--- src/hw/bridge_cmd_pkg.sv ---
package bridge_cmd_pkg;

  //////////////////////////////////////////////////////////////////////
  // command port
  //////////////////////////////////////////////////////////////////////

  // byte address and data word of a processor command
  localparam int cmd_addr_width = 32;
  localparam int word_width     = 32;

  // opaque tag, returned untouched with the response
  localparam int tag_width      = 4;

  // one mask bit per byte lane
  localparam int mask_width     = word_width / 8;
  localparam int lane_width     = $clog2(mask_width);

  // access size codes
  typedef logic [1:0] size_t;

  localparam size_t size_1 = 2'd0;
  localparam size_t size_2 = 2'd1;
  localparam size_t size_4 = 2'd2;

  //////////////////////////////////////////////////////////////////////
  // transaction ids
  //////////////////////////////////////////////////////////////////////

  localparam int max_outstanding = 4;
  localparam int trans_id_width  = $clog2(max_outstanding);

  typedef logic [trans_id_width-1:0] trans_id_t;

  //////////////////////////////////////////////////////////////////////
  // address layout
  //////////////////////////////////////////////////////////////////////

  // set for DRAM, clear for a tile in the array
  localparam int remote_bit     = 31;

  // local tile fields
  localparam int local_y_lsb    = 24;
  localparam int local_x_lsb    = 18;
  localparam int local_word_msb = 17;

endpackage

--- src/hw/mc_net_pkg.sv ---
package mc_net_pkg;

  //////////////////////////////////////////////////////////////////////
  // packet fields
  //////////////////////////////////////////////////////////////////////

  localparam int cord_width     = 6;
  localparam int pkt_addr_width = 28;

  typedef logic [cord_width-1:0]     cord_t;
  typedef logic [pkt_addr_width-1:0] mc_addr_t;

  // network opcode
  typedef enum logic
  {
    e_load  = 1'b0,
    e_store = 1'b1
  } op_e;

  // what a load asks the target to do with the word
  typedef struct packed
  {
    logic                                  is_byte;
    logic                                  is_half;
    logic [bridge_cmd_pkg::lane_width-1:0] part_sel;
  } load_info_t;

  // the same payload word, read as store data or as load info
  typedef union packed
  {
    logic [bridge_cmd_pkg::word_width-1:0] store_data;
    struct packed
    {
      logic [bridge_cmd_pkg::word_width-$bits(load_info_t)-1:0] pad;
      load_info_t                                                info;
    } load;
  } payload_u;

  //////////////////////////////////////////////////////////////////////
  // mesh geometry
  //////////////////////////////////////////////////////////////////////

  localparam int num_tiles_x = 4;
  localparam int num_tiles_y = 4;

  // one DRAM bank per column above and per column below the array
  localparam int num_banks   = 2 * num_tiles_x;

  localparam int bank_width  = $clog2(num_banks);
  localparam int x_sub_width = $clog2(num_tiles_x);

endpackage

--- src/hw/eva_decode.sv ---
module eva_decode (
  input  logic [bridge_cmd_pkg::cmd_addr_width-1:0] addr_i,
  input  bridge_cmd_pkg::size_t                     size_i,
  output mc_net_pkg::cord_t                         dst_x_o,
  output mc_net_pkg::cord_t                         dst_y_o,
  output mc_net_pkg::mc_addr_t                      word_addr_o,
  output logic [bridge_cmd_pkg::mask_width-1:0]     mask_o,
  output logic [bridge_cmd_pkg::lane_width-1:0]     lane_o
);

  import bridge_cmd_pkg::*;
  import mc_net_pkg::*;

  // word index of a DRAM address, bits 30..2
  logic [remote_bit-lane_width-1:0] word_idx;
  logic [bank_width-1:0]            bank;
  logic [lane_width-1:0]            lane;

  assign lane     = addr_i[lane_width-1:0];
  assign word_idx = addr_i[remote_bit-1:lane_width];

  // low bits of the word index pick the bank
  assign bank     = word_idx[bank_width-1:0];

  assign lane_o   = lane;

  //////////////////////////////////////////////////////////////////////
  // destination
  //////////////////////////////////////////////////////////////////////

  always_comb
  begin
    if (!addr_i[remote_bit])
    begin
      dst_y_o     = addr_i[local_y_lsb+:cord_width];
      dst_x_o     = addr_i[local_x_lsb+:cord_width];
      word_addr_o = mc_addr_t'(addr_i[local_word_msb:lane_width]);
    end
    else
    begin
      // bank msb selects the row below the array, else row 0 on top
      dst_x_o     = cord_t'(bank[x_sub_width-1:0]);
      dst_y_o     = bank[bank_width-1] ? cord_t'(num_tiles_y + 1) : '0;
      // remaining index bits address the word inside the bank
      word_addr_o = mc_addr_t'(word_idx >> bank_width);
    end
  end

  //////////////////////////////////////////////////////////////////////
  // byte mask
  //////////////////////////////////////////////////////////////////////

  always_comb
  begin
    case (size_i)
      size_1:
        mask_o = 4'h1 << lane;
      size_2:
        mask_o = 4'h3 << lane;
      size_4:
        mask_o = 4'hf << lane;
      default:
        // unused code, no bytes enabled
        mask_o = '0;
    endcase
  end

endmodule

--- src/hw/mc_bridge_top.sv ---
module mc_bridge_top (
  input  logic                                      clk_i,
  input  logic                                      arst_n_i,

  input  mc_net_pkg::cord_t                         my_x_i,
  input  mc_net_pkg::cord_t                         my_y_i,

  // processor commands
  input  logic                                      cmd_valid_i,
  output logic                                      cmd_ready_o,
  input  logic [bridge_cmd_pkg::cmd_addr_width-1:0] cmd_addr_i,
  input  logic                                      cmd_we_i,
  input  bridge_cmd_pkg::size_t                     cmd_size_i,
  input  logic [bridge_cmd_pkg::word_width-1:0]     cmd_data_i,
  input  logic [bridge_cmd_pkg::tag_width-1:0]      cmd_tag_i,

  // requests into the mesh
  output logic                                      pkt_v_o,
  input  logic                                      pkt_ready_i,
  output mc_net_pkg::op_e                           pkt_op_o,
  output mc_net_pkg::mc_addr_t                      pkt_addr_o,
  output logic [bridge_cmd_pkg::mask_width-1:0]     pkt_mask_o,
  output mc_net_pkg::payload_u                      pkt_payload_o,
  output bridge_cmd_pkg::trans_id_t                 pkt_reg_id_o,
  output mc_net_pkg::cord_t                         pkt_x_o,
  output mc_net_pkg::cord_t                         pkt_y_o,
  output mc_net_pkg::cord_t                         pkt_src_x_o,
  output mc_net_pkg::cord_t                         pkt_src_y_o,

  // returns from the mesh, always accepted
  input  logic                                      ret_v_i,
  input  bridge_cmd_pkg::trans_id_t                 ret_reg_id_i,
  input  logic [bridge_cmd_pkg::word_width-1:0]     ret_data_i,

  // responses to the processor
  output logic                                      resp_v_o,
  input  logic                                      resp_ready_i,
  output logic [bridge_cmd_pkg::tag_width-1:0]      resp_tag_o,
  output logic                                      resp_we_o,
  output logic [bridge_cmd_pkg::word_width-1:0]     resp_data_o
);

  logic                                  alloc_v;
  logic                                  alloc_ready;
  bridge_cmd_pkg::trans_id_t             alloc_id;
  logic [bridge_cmd_pkg::lane_width-1:0] cmd_lane;

  packet_issue u_issue (
    .clk_i         (clk_i),
    .arst_n_i      (arst_n_i),
    .cmd_valid_i   (cmd_valid_i),
    .cmd_ready_o   (cmd_ready_o),
    .cmd_addr_i    (cmd_addr_i),
    .cmd_we_i      (cmd_we_i),
    .cmd_size_i    (cmd_size_i),
    .cmd_data_i    (cmd_data_i),
    .lane_o        (cmd_lane),
    .my_x_i        (my_x_i),
    .my_y_i        (my_y_i),
    .pkt_v_o       (pkt_v_o),
    .pkt_ready_i   (pkt_ready_i),
    .pkt_op_o      (pkt_op_o),
    .pkt_addr_o    (pkt_addr_o),
    .pkt_mask_o    (pkt_mask_o),
    .pkt_payload_o (pkt_payload_o),
    .pkt_reg_id_o  (pkt_reg_id_o),
    .pkt_x_o       (pkt_x_o),
    .pkt_y_o       (pkt_y_o),
    .pkt_src_x_o   (pkt_src_x_o),
    .pkt_src_y_o   (pkt_src_y_o),
    .alloc_id_i    (alloc_id),
    .alloc_ready_i (alloc_ready),
    .alloc_v_o     (alloc_v)
  );

  return_table u_table (
    .clk_i         (clk_i),
    .arst_n_i      (arst_n_i),
    .alloc_v_i     (alloc_v),
    .alloc_id_o    (alloc_id),
    .alloc_ready_o (alloc_ready),
    .cmd_tag_i     (cmd_tag_i),
    .cmd_we_i      (cmd_we_i),
    .cmd_size_i    (cmd_size_i),
    .lane_i        (cmd_lane),
    .ret_v_i       (ret_v_i),
    .ret_reg_id_i  (ret_reg_id_i),
    .ret_data_i    (ret_data_i),
    .resp_v_o      (resp_v_o),
    .resp_ready_i  (resp_ready_i),
    .resp_tag_o    (resp_tag_o),
    .resp_we_o     (resp_we_o),
    .resp_data_o   (resp_data_o)
  );

endmodule

--- src/hw/packet_issue.sv ---
module packet_issue (
  input  logic                                      clk_i,
  input  logic                                      arst_n_i,

  input  logic                                      cmd_valid_i,
  output logic                                      cmd_ready_o,
  input  logic [bridge_cmd_pkg::cmd_addr_width-1:0] cmd_addr_i,
  input  logic                                      cmd_we_i,
  input  bridge_cmd_pkg::size_t                     cmd_size_i,
  input  logic [bridge_cmd_pkg::word_width-1:0]     cmd_data_i,
  output logic [bridge_cmd_pkg::lane_width-1:0]     lane_o,

  input  mc_net_pkg::cord_t                         my_x_i,
  input  mc_net_pkg::cord_t                         my_y_i,

  output logic                                      pkt_v_o,
  input  logic                                      pkt_ready_i,
  output mc_net_pkg::op_e                           pkt_op_o,
  output mc_net_pkg::mc_addr_t                      pkt_addr_o,
  output logic [bridge_cmd_pkg::mask_width-1:0]     pkt_mask_o,
  output mc_net_pkg::payload_u                      pkt_payload_o,
  output bridge_cmd_pkg::trans_id_t                 pkt_reg_id_o,
  output mc_net_pkg::cord_t                         pkt_x_o,
  output mc_net_pkg::cord_t                         pkt_y_o,
  output mc_net_pkg::cord_t                         pkt_src_x_o,
  output mc_net_pkg::cord_t                         pkt_src_y_o,

  input  bridge_cmd_pkg::trans_id_t                 alloc_id_i,
  input  logic                                      alloc_ready_i,
  output logic                                      alloc_v_o
);

  import bridge_cmd_pkg::*;
  import mc_net_pkg::*;

  cord_t                 dst_x;
  cord_t                 dst_y;
  mc_addr_t              word_addr;
  logic [mask_width-1:0] mask;
  logic [lane_width-1:0] lane;
  payload_u              payload_d;
  logic                  pkt_v_r;
  logic                  pkt_free;
  logic                  cmd_xfer;

  eva_decode u_decode (
    .addr_i      (cmd_addr_i),
    .size_i      (cmd_size_i),
    .dst_x_o     (dst_x),
    .dst_y_o     (dst_y),
    .word_addr_o (word_addr),
    .mask_o      (mask),
    .lane_o      (lane)
  );

  assign lane_o = lane;

  // packet register can take a new one if empty or emptying now
  assign pkt_free    = ~pkt_v_r | pkt_ready_i;
  assign cmd_ready_o = alloc_ready_i & pkt_free;
  assign cmd_xfer    = cmd_valid_i & cmd_ready_o;
  assign alloc_v_o   = cmd_xfer;

  // stores shift data onto their lanes, loads carry size and lane
  always_comb
  begin
    payload_d = '0;
    if (cmd_we_i)
      payload_d.store_data = cmd_data_i << {lane, 3'b000};
    else
    begin
      payload_d.load.info.is_byte  = (cmd_size_i == size_1);
      payload_d.load.info.is_half  = (cmd_size_i == size_2);
      payload_d.load.info.part_sel = lane;
    end
  end

  //////////////////////////////////////////////////////////////////////
  // outgoing packet register
  //////////////////////////////////////////////////////////////////////

  always_ff @(posedge clk_i or negedge arst_n_i)
  begin
    if (!arst_n_i)
      pkt_v_r <= 1'b0;
    else if (pkt_free)
      pkt_v_r <= cmd_xfer;
  end

  always_ff @(posedge clk_i)
  begin
    if (cmd_xfer)
    begin
      pkt_op_o      <= cmd_we_i ? e_store : e_load;
      pkt_addr_o    <= word_addr;
      pkt_mask_o    <= mask;
      pkt_payload_o <= payload_d;
      pkt_reg_id_o  <= alloc_id_i;
      pkt_x_o       <= dst_x;
      pkt_y_o       <= dst_y;
      pkt_src_x_o   <= my_x_i;
      pkt_src_y_o   <= my_y_i;
    end
  end

  assign pkt_v_o = pkt_v_r;

endmodule

--- src/hw/return_table.sv ---
module return_table (
  input  logic                                  clk_i,
  input  logic                                  arst_n_i,

  input  logic                                  alloc_v_i,
  output bridge_cmd_pkg::trans_id_t             alloc_id_o,
  output logic                                  alloc_ready_o,

  input  logic [bridge_cmd_pkg::tag_width-1:0]  cmd_tag_i,
  input  logic                                  cmd_we_i,
  input  bridge_cmd_pkg::size_t                 cmd_size_i,
  input  logic [bridge_cmd_pkg::lane_width-1:0] lane_i,

  input  logic                                  ret_v_i,
  input  bridge_cmd_pkg::trans_id_t             ret_reg_id_i,
  input  logic [bridge_cmd_pkg::word_width-1:0] ret_data_i,

  output logic                                  resp_v_o,
  input  logic                                  resp_ready_i,
  output logic [bridge_cmd_pkg::tag_width-1:0]  resp_tag_o,
  output logic                                  resp_we_o,
  output logic [bridge_cmd_pkg::word_width-1:0] resp_data_o
);

  import bridge_cmd_pkg::*;

  // entry state, indexed by transaction id
  logic [max_outstanding-1:0] busy_r;
  logic [max_outstanding-1:0] filled_r;
  trans_id_t                  head_r;
  trans_id_t                  tail_r;

  // per-entry command context and returned word
  logic [tag_width-1:0]  tag_r  [max_outstanding];
  logic                  we_r   [max_outstanding];
  size_t                 size_r [max_outstanding];
  logic [lane_width-1:0] lane_r [max_outstanding];
  logic [word_width-1:0] data_r [max_outstanding];

  logic                  drain;
  logic [word_width-1:0] shifted;
  logic [word_width-1:0] size_mask;

  // ids go out in rotation, tail entry still busy means all four in use
  assign alloc_id_o    = tail_r;
  assign alloc_ready_o = ~busy_r[tail_r];

  //////////////////////////////////////////////////////////////////////
  // pointers and flags
  //////////////////////////////////////////////////////////////////////

  always_ff @(posedge clk_i or negedge arst_n_i)
  begin
    if (!arst_n_i)
    begin
      busy_r   <= '0;
      filled_r <= '0;
      head_r   <= '0;
      tail_r   <= '0;
    end
    else
    begin
      if (alloc_v_i)
      begin
        busy_r[tail_r] <= 1'b1;
        tail_r         <= tail_r + 1'b1;
      end
      // returns land in any order
      if (ret_v_i)
        filled_r[ret_reg_id_i] <= 1'b1;
      if (drain)
      begin
        busy_r[head_r]   <= 1'b0;
        filled_r[head_r] <= 1'b0;
        head_r           <= head_r + 1'b1;
      end
    end
  end

  always_ff @(posedge clk_i)
  begin
    if (alloc_v_i)
    begin
      tag_r[tail_r]  <= cmd_tag_i;
      we_r[tail_r]   <= cmd_we_i;
      size_r[tail_r] <= cmd_size_i;
      lane_r[tail_r] <= lane_i;
    end
    if (ret_v_i)
      data_r[ret_reg_id_i] <= ret_data_i;
  end

  //////////////////////////////////////////////////////////////////////
  // in-order response
  //////////////////////////////////////////////////////////////////////

  // only the oldest entry may answer
  assign resp_v_o   = filled_r[head_r];
  assign drain      = resp_v_o & resp_ready_i;
  assign resp_tag_o = tag_r[head_r];
  assign resp_we_o  = we_r[head_r];

  // bring the addressed bytes down to bit 0
  assign shifted = data_r[head_r] >> {lane_r[head_r], 3'b000};

  always_comb
  begin
    case (size_r[head_r])
      size_1:
        size_mask = word_width'(8'hff);
      size_2:
        size_mask = word_width'(16'hffff);
      size_4:
        size_mask = '1;
      default:
        size_mask = '1;
    endcase
  end

  // store acks carry no data
  assign resp_data_o = we_r[head_r] ? '0 : (shifted & size_mask);

endmodule

--- config.mk ---
export PLATFORM = sky130hd
export DESIGN_NAME = mc_bridge_top
export DESIGN_NICKNAME = d
export VERILOG_FILES = /design/src/hw/bridge_cmd_pkg.sv /design/src/hw/mc_net_pkg.sv /design/src/hw/eva_decode.sv /design/src/hw/mc_bridge_top.sv /design/src/hw/packet_issue.sv /design/src/hw/return_table.sv
export SDC_FILE = /design/constraint.sdc
export NUM_CORES = 1
export LEC_CHECK = 0
export ABC_AREA = 1
export BUFFER_PORTS_ARGS = -buffer_cell sky130_fd_sc_hd__buf_2
export CORE_ASPECT_RATIO = 1.2
export CORE_MARGIN = 4
export CORE_UTILIZATION = 25
export DETAILED_ROUTE_END_ITERATION = 6
export PLACE_DENSITY = 0.48
export REMOVE_ABC_BUFFERS = 1
export SLEW_MARGIN = 20
export SYNTH_ARGS = -nofsm -noshare
export SYNTH_HDL_FRONTEND = slang
export SYNTH_HIERARCHICAL = 1
export SYNTH_SLANG_ARGS = --single-unit
--- constraint.sdc ---
create_clock -name clk_i -period 11.7 [get_ports clk_i]
set_clock_uncertainty 0.15 [all_clocks]
set_input_delay 0.585 -clock clk_i [delete_from_list [all_inputs] [get_ports clk_i]]
set_output_delay 0.585 -clock clk_i [all_outputs]
set_load 0.01 [all_outputs]
======== Word level (Yosys, flattened, before mapping) ========
Memories as Yosys holds them, arrays and structs flattened.
Index checks and enable logic that the tools add are counted.
word-level totals
  RAM bits ................................ 164
  register bits ........................... 104
  memories kept ........................... 5
  word-level logic and storage cells ...... 82
cells by class
  equality and inequality tests ........... 3
  shift-type cells ........................ 5
  magnitude comparators ................... 6
  mux-type cells .......................... 27
  add/sub/neg operators ................... 2
  reduce and logical (&&, ||, !) cells .... 5
  bitwise gates (word level) .............. 12
memories
  name            words  bits a word  read ports  clocked after memory_dff  write ports  RTL line            source
  u_table.data_r  4      32           1           0                         1            return_table.sv:38  logic [word_width-1:0] data_r [max_outstanding];
  u_table.tag_r   4      4            1           0                         1            return_table.sv:34  logic [tag_width-1:0] tag_r [max_outstanding];
  u_table.lane_r  4      2            1           0                         1            return_table.sv:37  logic [lane_width-1:0] lane_r [max_outstanding];
  u_table.size_r  4      2            1           0                         1            return_table.sv:36  size_t size_r [max_outstanding];
  u_table.we_r    4      1            1           0                         1            return_table.sv:35  logic we_r [max_outstanding];
operators by type and width
  kind                                                                                 count
  32-bit case mux with 2 select lines                                                  1
  32-bit AND                                                                           1
  32-bit two-way mux                                                                   1
  32-bit by 5-bit left shift with 32-bit output                                        1
  32-bit by 5-bit right shift with 32-bit output                                       1
  4-bit two-way mux                                                                    5
  16-bit two-way mux                                                                   1
  4-bit case mux with 3 select lines                                                   1
  1-bit two-way mux                                                                    10
  2-bit by 3-bit less-than comparator with 1-bit output, second input constant         3
  4-bit AND                                                                            2
  4-bit bitwise OR                                                                     2
  1-bit demux with 2-bit select                                                        3
  2-bit by 1-bit greater-or-equal comparator with 1-bit output, second input constant  3
  6-bit two-way mux                                                                    1
  2-bit by 1-bit adder with 2-bit output, second input constant                        2
  1-bit binary-select mux with 2-bit select                                            2
  2-bit by 1-bit equality test with 1-bit output, second input constant                2
  2-bit logical NOT                                                                    2
  4-bit NOT                                                                            1
  1-bit by 2-bit left shift with 4-bit output, first input constant                    1
  2-bit by 2-bit left shift with 4-bit output, first input constant                    1
  4-bit by 2-bit left shift with 4-bit output, first input constant                    1
  1-bit AND                                                                            3
  other kinds (6)                                                                      9

======== Longest topological paths before layout ========
Gate-level depths: netlist of run 1.
  depth after elaboration ................. 8
  mapped depth ............................ 10

======== Cells and area by module ========
Netlist of run 1, hierarchy kept.
by module, submodules not included
  module        cells each  area each (sq um)  instances
  return_table  708         7698.6             1
  packet_issue  272         3534.6             1
  eva_decode    113         544.3              1

======== Least setup slack after synthesis of run 1 ========
OpenSTA, ideal clock, no wires.
  path kind ............................... register to register
  start ................................... register u_table.tail_r[0], in the netlist u_table/alloc_id_o[0]
  end ..................................... memory u_table/lane_r[0][0] (netlist name), enable pin
  buffers on the path ..................... 1
  stages on the path, launching flop included .. 9
  setup time .............................. 0.333 ns
  arrival ................................. 7.683 ns
  slack ................................... 3.534 ns
  path through ............................ dfrtp_1 -> inv_1 -> nand2_1 -> a32o_1 -> inv_1 -> nor3_1 -> clkbuf_1 -> nand2_1 -> inv_1
on the way
  cells in the longest elaborated chain, start to end .. 7
RTL lines
  element                                    RTL line             source
  from (decl)                                return_table.sv:31   trans_id_t tail_r;
  from (signal assigned)                     return_table.sv:66   tail_r <= tail_r + 1'b1;
  1-bit binary-select mux with 2-bit select  return_table.sv:46   assign alloc_ready_o = ~busy_r[tail_r];
  1-bit two-way mux (not written as such)    return_table.sv:46
  1-bit NOT                                  return_table.sv:46
  named net alloc_ready                      mc_bridge_top.sv:44  logic alloc_ready;
  1-bit AND                                  packet_issue.sv:60   assign cmd_ready_o = alloc_ready_i & pkt_free;
  1-bit AND                                  packet_issue.sv:61   assign cmd_xfer = cmd_valid_i & cmd_ready_o;
  named net alloc_v                          mc_bridge_top.sv:43  logic alloc_v;
  1-bit two-way mux                          return_table.sv:82   if (alloc_v_i)
  1-bit two-way mux (not written as such)    return_table.sv:87   lane_r[tail_r] <= lane_i;
  to (decl)                                  return_table.sv:37
The timed path passes the listed nets, and every way through them passes these cells. The select of a mux whose other input is x is not followed.

======== Worst setup path in the final report of run 1 ========
  start ................................... register u_table.head_r[0]
  end ..................................... output port resp_data_o[25] (netlist name)
on the way
  cells in the longest elaborated chain, start to end .. 5
RTL lines
  element                                                                         RTL line             source
  from (decl)                                                                     return_table.sv:30   trans_id_t head_r;
  from (signal assigned)                                                          return_table.sv:75   head_r <= head_r + 1'b1;
  parallel branches: the longest is 4 deep, another holds memory read 4 x 32 bit  -
  32-bit two-way mux *                                                            return_table.sv:121  assign resp_data_o = we_r[head_r] ? '0 : (shifted & size_mask);
  to (decl)                                                                       mc_bridge_top.sv:40  output logic [bridge_cmd_pkg::word_width-1:0] resp_data_o
Every way passes the cells marked *.

==> results by group, run 1 <==
Cells and area
  • Fin util: 0.3163
  • Layout cells sized above 1: 0.2693
  • Register area: ~8000 sq um
  • Post-layout nets: between 1000 and 1500
  • Fill count: between 4000 and 5000
  • Multi-input gate area in the final layout: ~3200 sq um
  • Synth-to-layout area growth: 24.24%

Timing
  • Final worst path period share: 0.3935
  • Slew HR: 0.3711
  • Finish-stage setup viols: 0
  • TNS Setup: 0 ps
  • Worst Tran Pin Value: about 940 ps
  • Unrepaired setup endpoints after global routing: no
  • Shortest period the worst path allows: approximately 4600 ps
  • Final hold viol count: 0
  • Slew Viols, Final: 0
  • Max Freq: approximately 220 MHz

Synth
  • Ys Warns: 6
  • Synth cell types: 32
  • Post-synthesis area per instance: between 10 and 15 sq um
  • Flops & latches, synth: about 270
  • Top cells by area, synth: edfxtp_1 65%, nand2_1 13%, nand3_1 3.6%, nor2_1 2.9%, dfrtp_1 2.8%
  • Sequential-to-total area share from yosys stat: 0.6778
  • Synth Instances: 1093
  • Mapped Area: roughly 12000 sq um
  • Cell accounting for the most synthesized area: edfxtp_1
  • Synth top area share: 0.6502

Global route
  • Grt total ovfl: 0
  • Initial antenna violation count: 5
  • Tot GR Track Use: 0.1269
  • Vias in the first global route: 8440
  • Largest net degree at the start of global routing: between 50 and 60
  • First-pass GRT wire length: between 40000 and 50000 um

Floorplan
  • Core Rows: 86
  • DIE HEIGHT: 245.8 um
  • Initial core utilization: 0.2545
  • CORE AREA: between 40000 and 50000 sq um
  • Die X: roughly 210 um
  • Die area: between 50000 and 60000 sq um
  • Top-level I/O count: between 200 and 300

Pwr
  • Pleak: 6.248 nW
  • Cell Pwr Density: 244.5 nW/um^2
  • Max VDD drop: between 0.1 and 0.15 mV

Worst setup path
  • CP required: 10970 ps
  • Crit path kind: flop to output pin
  • Crit path arrival time: between 3000 and 4000 ps
  • Worst-path fanout max: 51
  • Worst setup EP type: output pin
  • Worst setup SP type: flop

Detailed routing
  • Final WL: between 30000 and 40000 um
  • Initial DRT Pass Iterations: 4
  • Final antenna-violating net count: 0
  • WL/cell: between 15 and 20 um
  • Initial drt markers: around 440
  • Vias per inst: 4.201
  • Via count: approximately 8300
  • Drc violations: 0

Clocking
  • CTS H-Tree Depth: 2
  • Cts bufs inserted: 34
  • Worst skew pair latency: around 550 ps
  • CTS sink count: around 270
  • CTS clk-pin slew, worst paths: approximately 60 ps
  • Clock Path Buffers: 3
  • Clock Tree Root: clkbuf_16
  • CTS tree: done
  • Post_cts resized: 0
  • Post-CTS Setup Bufs: 0

Placed design
  • # port buffers: 253
  • Placer Congestion: approximately 0.8
  • Hpwl dp: 21720 um

Min path
  • Hold Path Class: input port to flop

Flow run
  • Max-cap viol count: 0

Status
  • Status: finished clean
-- final cells by class --
cell class	instances	area share
Tap cell	616	0.05267
Clock inverter	25	0.01573
Inverter	58	0.01488
Timing Repair Buffer	264	0.09235
Antenna cell	5	0.0008551
Sequential cell	268	0.5456
Clock buffer	36	0.05866
Multi-Input combinational cell	712	0.2192
-- cells by family after synthesis --
kind of cell               count (synthesis)  synth area share
AOI/OAI and AO/OA                         77           0.03814
xor gates and xnor gates                   2          0.001488
adders and majority gates                 11           0.01169
buffers and inverters                    114           0.05312
DFF                                      268            0.6778
other                                      1         0.0003184
and+or+nand+nor                          620            0.2175
-- path summary, 6_finish.rpt --
path | start | end | slack [ps] | cells after the start
min in group asynchronous | arst_n_i | u_table/filled_r[3] | 320 | 2
max in group asynchronous | arst_n_i | u_table/head_r[0] | 10820 | 2
setup / recovery | u_table/head_r[0] | resp_data_o[25] | 7100 | 10
setup reg to reg | u_table/alloc_id_o[0] | u_issue/pkt_src_x_o[1] | 8750 | 7
hold / removal | my_x_i[4] | u_issue/pkt_src_x_o[4] | 70 | 1
hold reg to reg | u_table/alloc_id_o[1] | u_issue/pkt_reg_id_o[1] | 350 | 0
-- power by group --
group	internal [mW]	switching, mW
sequential	1.24	0.0647
combinational	0.384	0.873
clock	0.589	0.427
total	2.21	1.36
-- critical path, cell delays in order, from the launching register on --
cell	delay, ps
dfrtp_2	790
inv_2	470
buf_4	430
nand2_1	120
nand2_1	50
nand2_1	60
nand2_2	250
inv_2	340
nand4_4	290
nor2_1	250
buf_2	200
-- repair_timing --
action	4_1_cts	5_1_grt
setup endpoints to repair	0	0
hold buffers	1	0
endpoints found under the hold margin	13	0
-- metrics by stage --
stage | area, sq um | total power [mW] | setup WS, ps | std cells | hold WS [ps]
finish | 14630 | 3.578 | 7096 | 1984 | 72.10
global route | 14620 | 3.848 | 6705 | 1979 | 40.27
CTS | 14620 | 3.651 | 6993 | 1979 | 32.93
detailed placement | 13520 | 2.605 | 7623 | 1917 | 353.0
global placement | 13520 | 2.601 | 7642 | 1917 | 347.7
floorplan | 11370 | 2.115 | 3234 | 1038 | 139.4
-- sequential cells by signal, indices dropped and copies added (netlist names), 8 cells and up --
| signal | count |
|---|---|
| u_issue/pkt_addr_o | 28 |
| u_table/lane_r | 8 |
| u_table/tag_r | 16 |
| u_table/size_r | 8 |
| u_table/data_r | 128 |
| u_issue/pkt_payload_o | 32 |
-- per-layer routing --
layer  vias up  part of all wire  GRT usage
met4         2             0.020    0.03269
li1       4151                 -          -
met2       271              0.45     0.2016
met5         -           0.00040          0
met3        45              0.10    0.05725
met1      3865              0.43     0.1576
-- cells in the final DEF (no fill, tap or decap), drive strengths merged --
cell type    instances
or2                  1
nand4                1
ha                  11
clkinv              16
edfxtp             255
nand3               93
diode                5
clkbuf              36
a2bb2oi              2
buf                263
o21ai               35
dlygate4sd3          1
clkinvlp             2
a32o                 1
nand2              431
xor2                 2
dfrtp               13
bufinv               2
conb                 2
nor2                92
nor3                 2
inv                 63
a21oi               34
o22ai                5
-- cells in the mapped netlist, drive strengths merged --
master,instances
or2,1
inv,58
edfxtp,255
a2bb2oi,2
ha,11
o22ai,5
a32o,1
conb,1
xor2,2
nand2,431
dfrtp,13
buf,54
o21ai,35
nor2,92
nand4,1
clkbuf,2
a21oi,34
nor3,2
nand3,93
(Power assumes the default switching activity.)
==> run 2, diff against run 1 <==
Settings changed: PLACE_DENSITY 0.48 to 0.49.
Clock period 11.7 ns to 3.7 ns, I/O delays scaled along.
==> run 2 against run 1 <==
  * Worst setup slack got worse by 6800 ps
  * Global-route usage up 0.64 points
  * Register-to-register slack worse by 7600 ps
  * Via count is 8.4% higher
  * Critical path depth decreased by 1
  * Flip-flop and latch count stayed put
  * Critical path type unchanged
==> results by group, run 2 (same netlist as run 1, synthesis figures left out) <==
Clocking
  • Clock Tree Root: clkbuf_16 (unchanged)
  • CTS H-Tree Depth: 1 (was 2)
  • CTS clk-pin slew, worst paths: 60 ps (about the same)
  • CTS tree: done (unchanged)
  • Worst skew pair latency: 580 ps (was 550 ps)
  • Cts bufs inserted: 31 (was 34)
  • Clock Path Buffers: 3 (unchanged)
  • CTS sink count: 268 (unchanged)

Pwr
  • Pleak: 6.914 nW (was 6.248 nW)
  • Cell Pwr Density: 701.0 nW/um^2 (was 244.5 nW/um^2)
  • Max VDD drop: 0.3308 mV (was 0.1218 mV)

Worst setup path
  • Reg2reg start: u_table/alloc_id_o[0] (unchanged)
  • Reg2reg end: u_issue/pkt_payload_o[1] (was u_issue/pkt_src_x_o[1])
  • CP required: 3370 ps (was 10970 ps)
  • Worst-path fanout max: 33 (was 51)
  • FF-to-FF setup slack: 1120 ps (was 8750 ps)
  • Crit-path cells: inv_2, nand2_1, nand2_1, nand2_1, nand2_2, clkinv_2, nand4_4, nor2_1, buf_2 (was inv_2, buf_4, nand2_1, nand2_1, nand2_1, nand2_2, inv_2, nand4_4, nor2_1, buf_2)
  • Max stage delay on crit path: 630 ps (was 790 ps)
  • Crit path arrival time: 3030 ps (was 3870 ps)
  • Reg2Reg Depth: 7 (unchanged)
  • Worst setup SP type: flop (unchanged)
  • Worst setup EP type: output pin (unchanged)
  • CP max-delay cell: dfrtp_4 (was dfrtp_2)
  • Crit path kind: flop to output pin (unchanged)
  • Most common cell on crit path: nand2_1 (unchanged)

Timing
  • Finish-stage setup viols: 0 (unchanged)
  • Setup ws final: 336.2 ps (was 7096 ps)
  • Final worst path period share: 0.9091
  • Unrepaired setup endpoints after global routing: no (unchanged)
  • Slew Viols, Final: 0 (unchanged)
  • Max Freq: a little under 300 MHz
  • Shortest period the worst path allows: 3364 ps
  • Slew HR: 0.3819 (was 0.3711)
  • Final hold viol count: 0 (unchanged)
  • TNS Setup: 0 ps (unchanged)
  • Worst Tran Pin Value: 927.1 ps (was 943.3 ps)

Cells and area
  • Most frequent cells in the layout: 416 x nand2_1, 255 x edfxtp_1, 253 x buf_2 (unchanged)
  • Commonest non-fill, non-tap cell in the layout: nand2_1 (unchanged)
  • Max reg flops: 128 (unchanged)
  • Layout cells sized above 1: 0.2421 (was 0.2693)
  • Biggest register: u_table/data_r (unchanged)
  • Largest regs: u_table/data_r x128, u_issue/pkt_payload_o x32, u_issue/pkt_addr_o x28 (unchanged)
  • Fin cells: 2133 (was 1984)
  • Post-layout nets: 1627 (was 1472)
  • Register area: 7990 sq um (was 7984 sq um)
  • Multi-input gate area in the final layout: 3208 sq um (unchanged)
  • Synth-to-layout area growth: 36.99% (was 24.24%)
  • Fill count: 4664 (was 4799)

Detailed routing
  • Final WL: 34350 um (was 32450 um)
  • Drc violations: 0 (unchanged)
  • WL/cell: 16.10 um (was 16.35 um)
  • Initial DRT Pass Iterations: 5 (was 4)
  • Final antenna-violating net count: 0 (unchanged)
  • Vias per inst: 4.234 (was 4.201)
  • Via count: 9032 (was 8334)
  • Initial drt markers: 509 (was 443)

Global route
  • Initial antenna violation count: 1 (was 5)
  • Grt total ovfl: 0 (unchanged)
  • Largest net degree at the start of global routing: 72 (was 58)
  • Tot GR Track Use: 0.1333 (was 0.1269)
  • First-pass GRT wire length: 53250 um (was 49900 um)
  • Vias in the first global route: 9445 (was 8440)

Status
  • Status: finished clean (unchanged)

Placed design
  • Hpwl dp: 23210 um (was 21720 um)
  • Placer Congestion: 0.8166 (was 0.8034)
  • # port buffers: 253 (unchanged)
  • Placed cell count: 1920 (was 1917)
  • Setup WS pre-CTS: 589.4 ps (was 7623 ps)

Floorplan
  • Die area: 50660 sq um (unchanged)
  • DIE HEIGHT: 245.8 um (unchanged)
  • Top-level I/O count: 254 (unchanged)
  • CORE AREA: 46270 sq um (unchanged)
  • Core Rows: 86 (unchanged)
  • Initial core utilization: 0.2545 (unchanged)
  • Die X: 206.1 um (unchanged)

Min path
  • Worst hold endpoint: u_issue/pkt_reg_id_o[1] (was u_issue/pkt_src_x_o[4])
  • Hold Path Depth: 4 (was 1)
  • Hold_sp: cmd_valid_i (was my_x_i[4])
  • Hold Path Class: input port to flop (unchanged)

Flow run
  • Max-cap viol count: 0 (unchanged)
-- run 2: changes by cell type in the layout (fill, tap and decap cells not counted), moves of 2 or more --
cell / before / now
bufinv_16: 2 / 0
clkbuf_1: 2 / 5
clkbuf_8: 0 / 3
clkinv_1: 7 / 3
dfrtp_4: 0 / 2
diode_2: 5 / 1
dlygate4sd3_1: 1 / 156
-- run 2: how the worst max path moves through the flow --
stage	start	end	slack (ps)	cells past startpoint
6_report	u_table/head_r[0]	resp_data_o[25]	340	9
5_1_grt	u_table/head_r[0]	resp_data_o[25]	30	9
4_1_cts	u_table/head_r[0]	resp_data_o[25]	120	9
3_5_place_dp	u_table/head_r[0]	resp_data_o[25]	590	9
3_3_place_gp	u_table/head_r[0]	resp_data_o[25]	660	9
2_1_floorplan	u_table/alloc_id_o[0]	u_table/alloc_id_o[1]	-4770	6
-- run 2: cell type report --
class,instances,area share
tap,616,0.04777
multi-input combinational,712,0.1988
clock buffer,42,0.05646
antenna,1,0.0001551
timing repair buffer,422,0.1823
sequential,268,0.4952
inverter,58,0.01357
clock inverter,14,0.005661
-- run 2: layer usage --
metal / GRT usage / wire, um
met5: 0 / 7
met3: 0.04999 / 3484
met1: 0.1582 / 13870
met2: 0.2271 / 16310
met4: 0.03524 / 672
-- run 2: power by group --
group | total [mW] | leakage, nW | internal [mW] | switching (mW)
Combinational | 4.17 | 3.90 | 1.36 | 2.81
Clock | 2.97 | 0.497 | 1.73 | 1.24
Sequential | 4.17 | 2.51 | 3.93 | 0.245
-- run 2: repair_timing --
| item | 4_1_cts | 5_1_grt |
|---|---|---|
| hold buffers | 156 | 0 |
| setup endpoints to repair | 1 | 2 |
| setup buffers | 0 | 0 |
| gates resized for setup | 2 | 2 |
| pin swaps | 0 | 0 |
| hold endpoints to repair | 282 | 0 |
-- run 2: critical path, delay by kind of cell (launching register included) --
kind / cells / cell delay [ps]
AND/OR/NAND/NOR: 6 / 1060
flip-flops: 1 / 630
buffers and inverters: 3 / 730
-- run 2: stage by stage --
stage / util / hold WS, ps / area (sq um) / power (mW)
global route: 0.3486 / 106.1 / 16130 / 12.12
global placement: 0.2930 / -33.68 / 13560 / 8.267
floorplan: - / -260.6 / 11370 / 6.546
finish: 0.3487 / 86.60 / 16130 / 11.31
CTS: 0.3485 / 81.54 / 16130 / 11.48
detailed placement: 0.2930 / -37.62 / 13560 / 8.284
==> run 3, diff against run 2 <==
Settings changed: PLACE_DENSITY 0.49 to 0.48.
Clock period 3.7 ns to 3.6 ns, I/O delays scaled along.
==> run 3 against run 2 <==
  * Utilization is 0.22 points lower
  * Flip-flop and latch count stayed put
  * Clock power hardly changed
  * Wire length is 2.7% lower
  * Worst setup slack better by 6.4 ps
  * Hold slack worse by 25 ps
  * Global-route usage is 0.33 points lower
  * Critical path depth stayed put
  * Design area is 0.62% lower
  * Count of clock-buffer cells in the layout is 5 lower
  * Die area stayed put
  * Critical endpoint unchanged
  * Largest power group is now combinational logic
  * Highest routed layer unchanged
==> results by group, run 3 (same netlist as run 1, synthesis figures left out) <==
Status
  • Status: finished clean (unchanged)

Global route
  • Tot GR Track Use: 0.1299 (was 0.1333)
  • Initial antenna violation count: 2 (was 1)
  • First-pass GRT wire length: 52290 um (was 53250 um)
  • Vias in the first global route: 9425 (was 9445)
  • Largest net degree at the start of global routing: 95 (was 72)
  • Grt total ovfl: 0 (unchanged)

Worst setup path
  • Crit path kind: flop to output pin (unchanged)
  • Crit-path cells: inv_4, nand2_1, nand2_1, nand2_1, nand2_2, clkinv_2, nand4_4, nor2_1, buf_2 (was inv_2, nand2_1, nand2_1, nand2_1, nand2_2, clkinv_2, nand4_4, nor2_1, buf_2)
  • CP startpoint: u_table/head_r[0] (unchanged)
  • Crit path arrival time: 2930 ps (was 3030 ps)
  • CP max-delay cell: dfrtp_4 (unchanged)
  • Crit path depth: 9 (unchanged)
  • Reg2reg start: u_table/alloc_id_o[0] (unchanged)
  • Worst-path fanout max: 25 (was 33)
  • FF-to-FF setup slack: 1160 ps (was 1120 ps)
  • Most common cell on crit path: nand2_1 (unchanged)
  • Worst setup EP type: output pin (unchanged)
  • CP required: 3270 ps (was 3370 ps)
  • Max stage delay on crit path: 600 ps (was 630 ps)
  • Crit path buf inv count: 3 (unchanged)
  • Reg2Reg Depth: 6 (was 7)
  • CP delay by family, top: simple AND/OR/NAND/NOR gates (unchanged)
  • Worst setup SP type: flop (unchanged)
  • Reg2reg end: u_issue/pkt_src_y_o[0] (was u_issue/pkt_payload_o[1])

Placed design
  • Placed cell count: 1917 (was 1920)
  • # port buffers: 253 (unchanged)
  • Hpwl dp: 21910 um (was 23210 um)
  • Placed instance area: 13550 sq um (was 13560 sq um)
  • Setup WS pre-CTS: 722.2 ps (was 589.4 ps)
  • Placer Congestion: 0.7805 (was 0.8166)

Timing
  • Shortest period the worst path allows: 3257 ps
  • Worst Tran Pin Value: 920.8 ps (was 927.1 ps)
  • Slew HR: 0.3861 (was 0.3819)
  • Final hold viol count: 0 (unchanged)
  • TNS Setup: 0 ps (unchanged)
  • Slew Viols, Final: 0 (unchanged)
  • Unrepaired setup endpoints after global routing: no (unchanged)
  • Final worst path period share: 0.9048
  • Fin Hold WS: 61.30 ps (was 86.60 ps)
  • Setup ws final: 342.6 ps (was 336.2 ps)
  • Max Freq: approximately 310 MHz
  • Finish-stage setup viols: 0 (unchanged)

Cells and area
  • Fill count: 4737 (was 4664)
  • Fin cells: 2125 (was 2133)
  • Synth-to-layout area growth: 36.14% (was 36.99%)
  • Most frequent cells in the layout: 416 x nand2_1, 255 x edfxtp_1, 253 x buf_2 (unchanged)
  • ANT cells: 0 (was 1)
  • Post-Layout Inst Area: 16030 sq um (was 16130 sq um)
  • Max reg flops: 128 (unchanged)
  • Commonest non-fill, non-tap cell in the layout: nand2_1 (unchanged)
  • Layout cells sized above 1: 0.2392 (was 0.2421)
  • Biggest register: u_table/data_r (unchanged)
  • Post-layout nets: 1619 (was 1627)
  • Largest regs: u_table/data_r x128, u_issue/pkt_payload_o x32, u_issue/pkt_addr_o x28 (unchanged)

Detailed routing
  • Initial drt markers: 470 (was 509)
  • Initial DRT Pass Iterations: 5 (unchanged)
  • Final WL: 33410 um (was 34350 um)
  • WL/cell: 15.72 um (was 16.10 um)
  • Drc violations: 0 (unchanged)
  • Vias per inst: 4.239 (was 4.234)
  • Final antenna-violating net count: 0 (unchanged)
  • Via count: 9008 (was 9032)

Min path
  • Hold Path Class: input port to flop (unchanged)
  • Worst hold endpoint: u_table/data_r[0][13] (was u_issue/pkt_reg_id_o[1])
  • Hold Path Depth: 3 (was 4)
  • Hold_sp: ret_v_i (was cmd_valid_i)

Floorplan
  • Initial core utilization: 0.2545 (unchanged)
  • CORE AREA: 46270 sq um (unchanged)
  • Core Rows: 86 (unchanged)
  • Die X: 206.1 um (unchanged)
  • Die area: 50660 sq um (unchanged)
  • Top-level I/O count: 254 (unchanged)
  • DIE HEIGHT: 245.8 um (unchanged)

Clocking
  • Worst skew pair latency: 590 ps (was 580 ps)
  • Cts bufs inserted: 31 (unchanged)
  • Clock Tree Root: clkbuf_16 (unchanged)
  • CTS tree: done (unchanged)
  • CTS clk-pin slew, worst paths: 60 ps (about the same)
  • Clock Path Buffers: 3 (unchanged)
  • Post-CTS Setup Bufs: 0 (unchanged)
  • CTS sink count: 268 (unchanged)
  • CTS H-Tree Depth: 1 (unchanged)

Flow run
  • Max-cap viol count: 0 (unchanged)

Pwr
  • Pleak: 6.866 nW (was 6.914 nW)
  • Cell Pwr Density: 720.7 nW/um^2 (was 701.0 nW/um^2)
  • Max VDD drop: 0.3962 mV (was 0.3308 mV)
==> run 3: metal layers <==
| layer | track usage | wire [um] | vias to the layer above |
|---|---|---|---|
| met5 | 0 | 26 | - |
| met4 | 0.03504 | 794 | 4 |
| met3 | 0.04762 | 3387 | 54 |
| met2 | 0.2210 | 15800 | 324 |
| met1 | 0.1550 | 13400 | 4192 |
| li1 | - | - | 4434 |
==> run 3: tightest hold or removal path: stages <==
cell	delay, ps
buf_2	110
nand2_1	170
nor2_4	150
==> run 3: stage by stage <==
step / power, mW / util
detailed placement: 8.512 / 0.2928
global route: 12.39 / 0.3465
floorplan: 6.708 / -
global placement: 8.491 / 0.2928
finish: 11.56 / 0.3465
CTS: 11.74 / 0.3464
==> run 3: repair_timing <==
| item | 4_1_cts | 5_1_grt |
|---|---|---|
| hold buffers | 151 | 0 |
| resized for setup | 0 | 4 |
| hold endpoints to repair | 304 | 0 |
| setup endpoints to repair | 0 | 18 |
==> run 3: worst max-delay path by stage <==
stage,end,slack (ps)
2_1_floorplan,u_table/alloc_id_o[1],-4870
3_3_place_gp,resp_data_o[25],770
3_5_place_dp,resp_data_o[25],720
4_1_cts,resp_data_o[25],50
5_1_grt,resp_data_o[25],100
6_report,resp_data_o[25],340
==> run 3: layout make-up <==
type	count	area [sq um]	area share
Sequential cell	268	7986	0.4981
Multi-Input combinational cell	712	3208	0.2001
Clock buffer	37	798.3	0.04979
Inverter	58	221.5	0.01381
Tap cell	616	770.7	0.04807
Clock inverter	20	171.4	0.01069
Timing Repair Buffer	414	2878	0.1795
==> run 3: power by group <==
| part | switching, mW | internal, mW | total (mW) |
|---|---|---|---|
| combinational | 2.92 | 1.39 | 4.32 |
| clock | 1.27 | 1.73 | 3.00 |
| sequential | 0.201 | 4.04 | 4.24 |
| total | 4.40 | 7.16 | 11.6 |
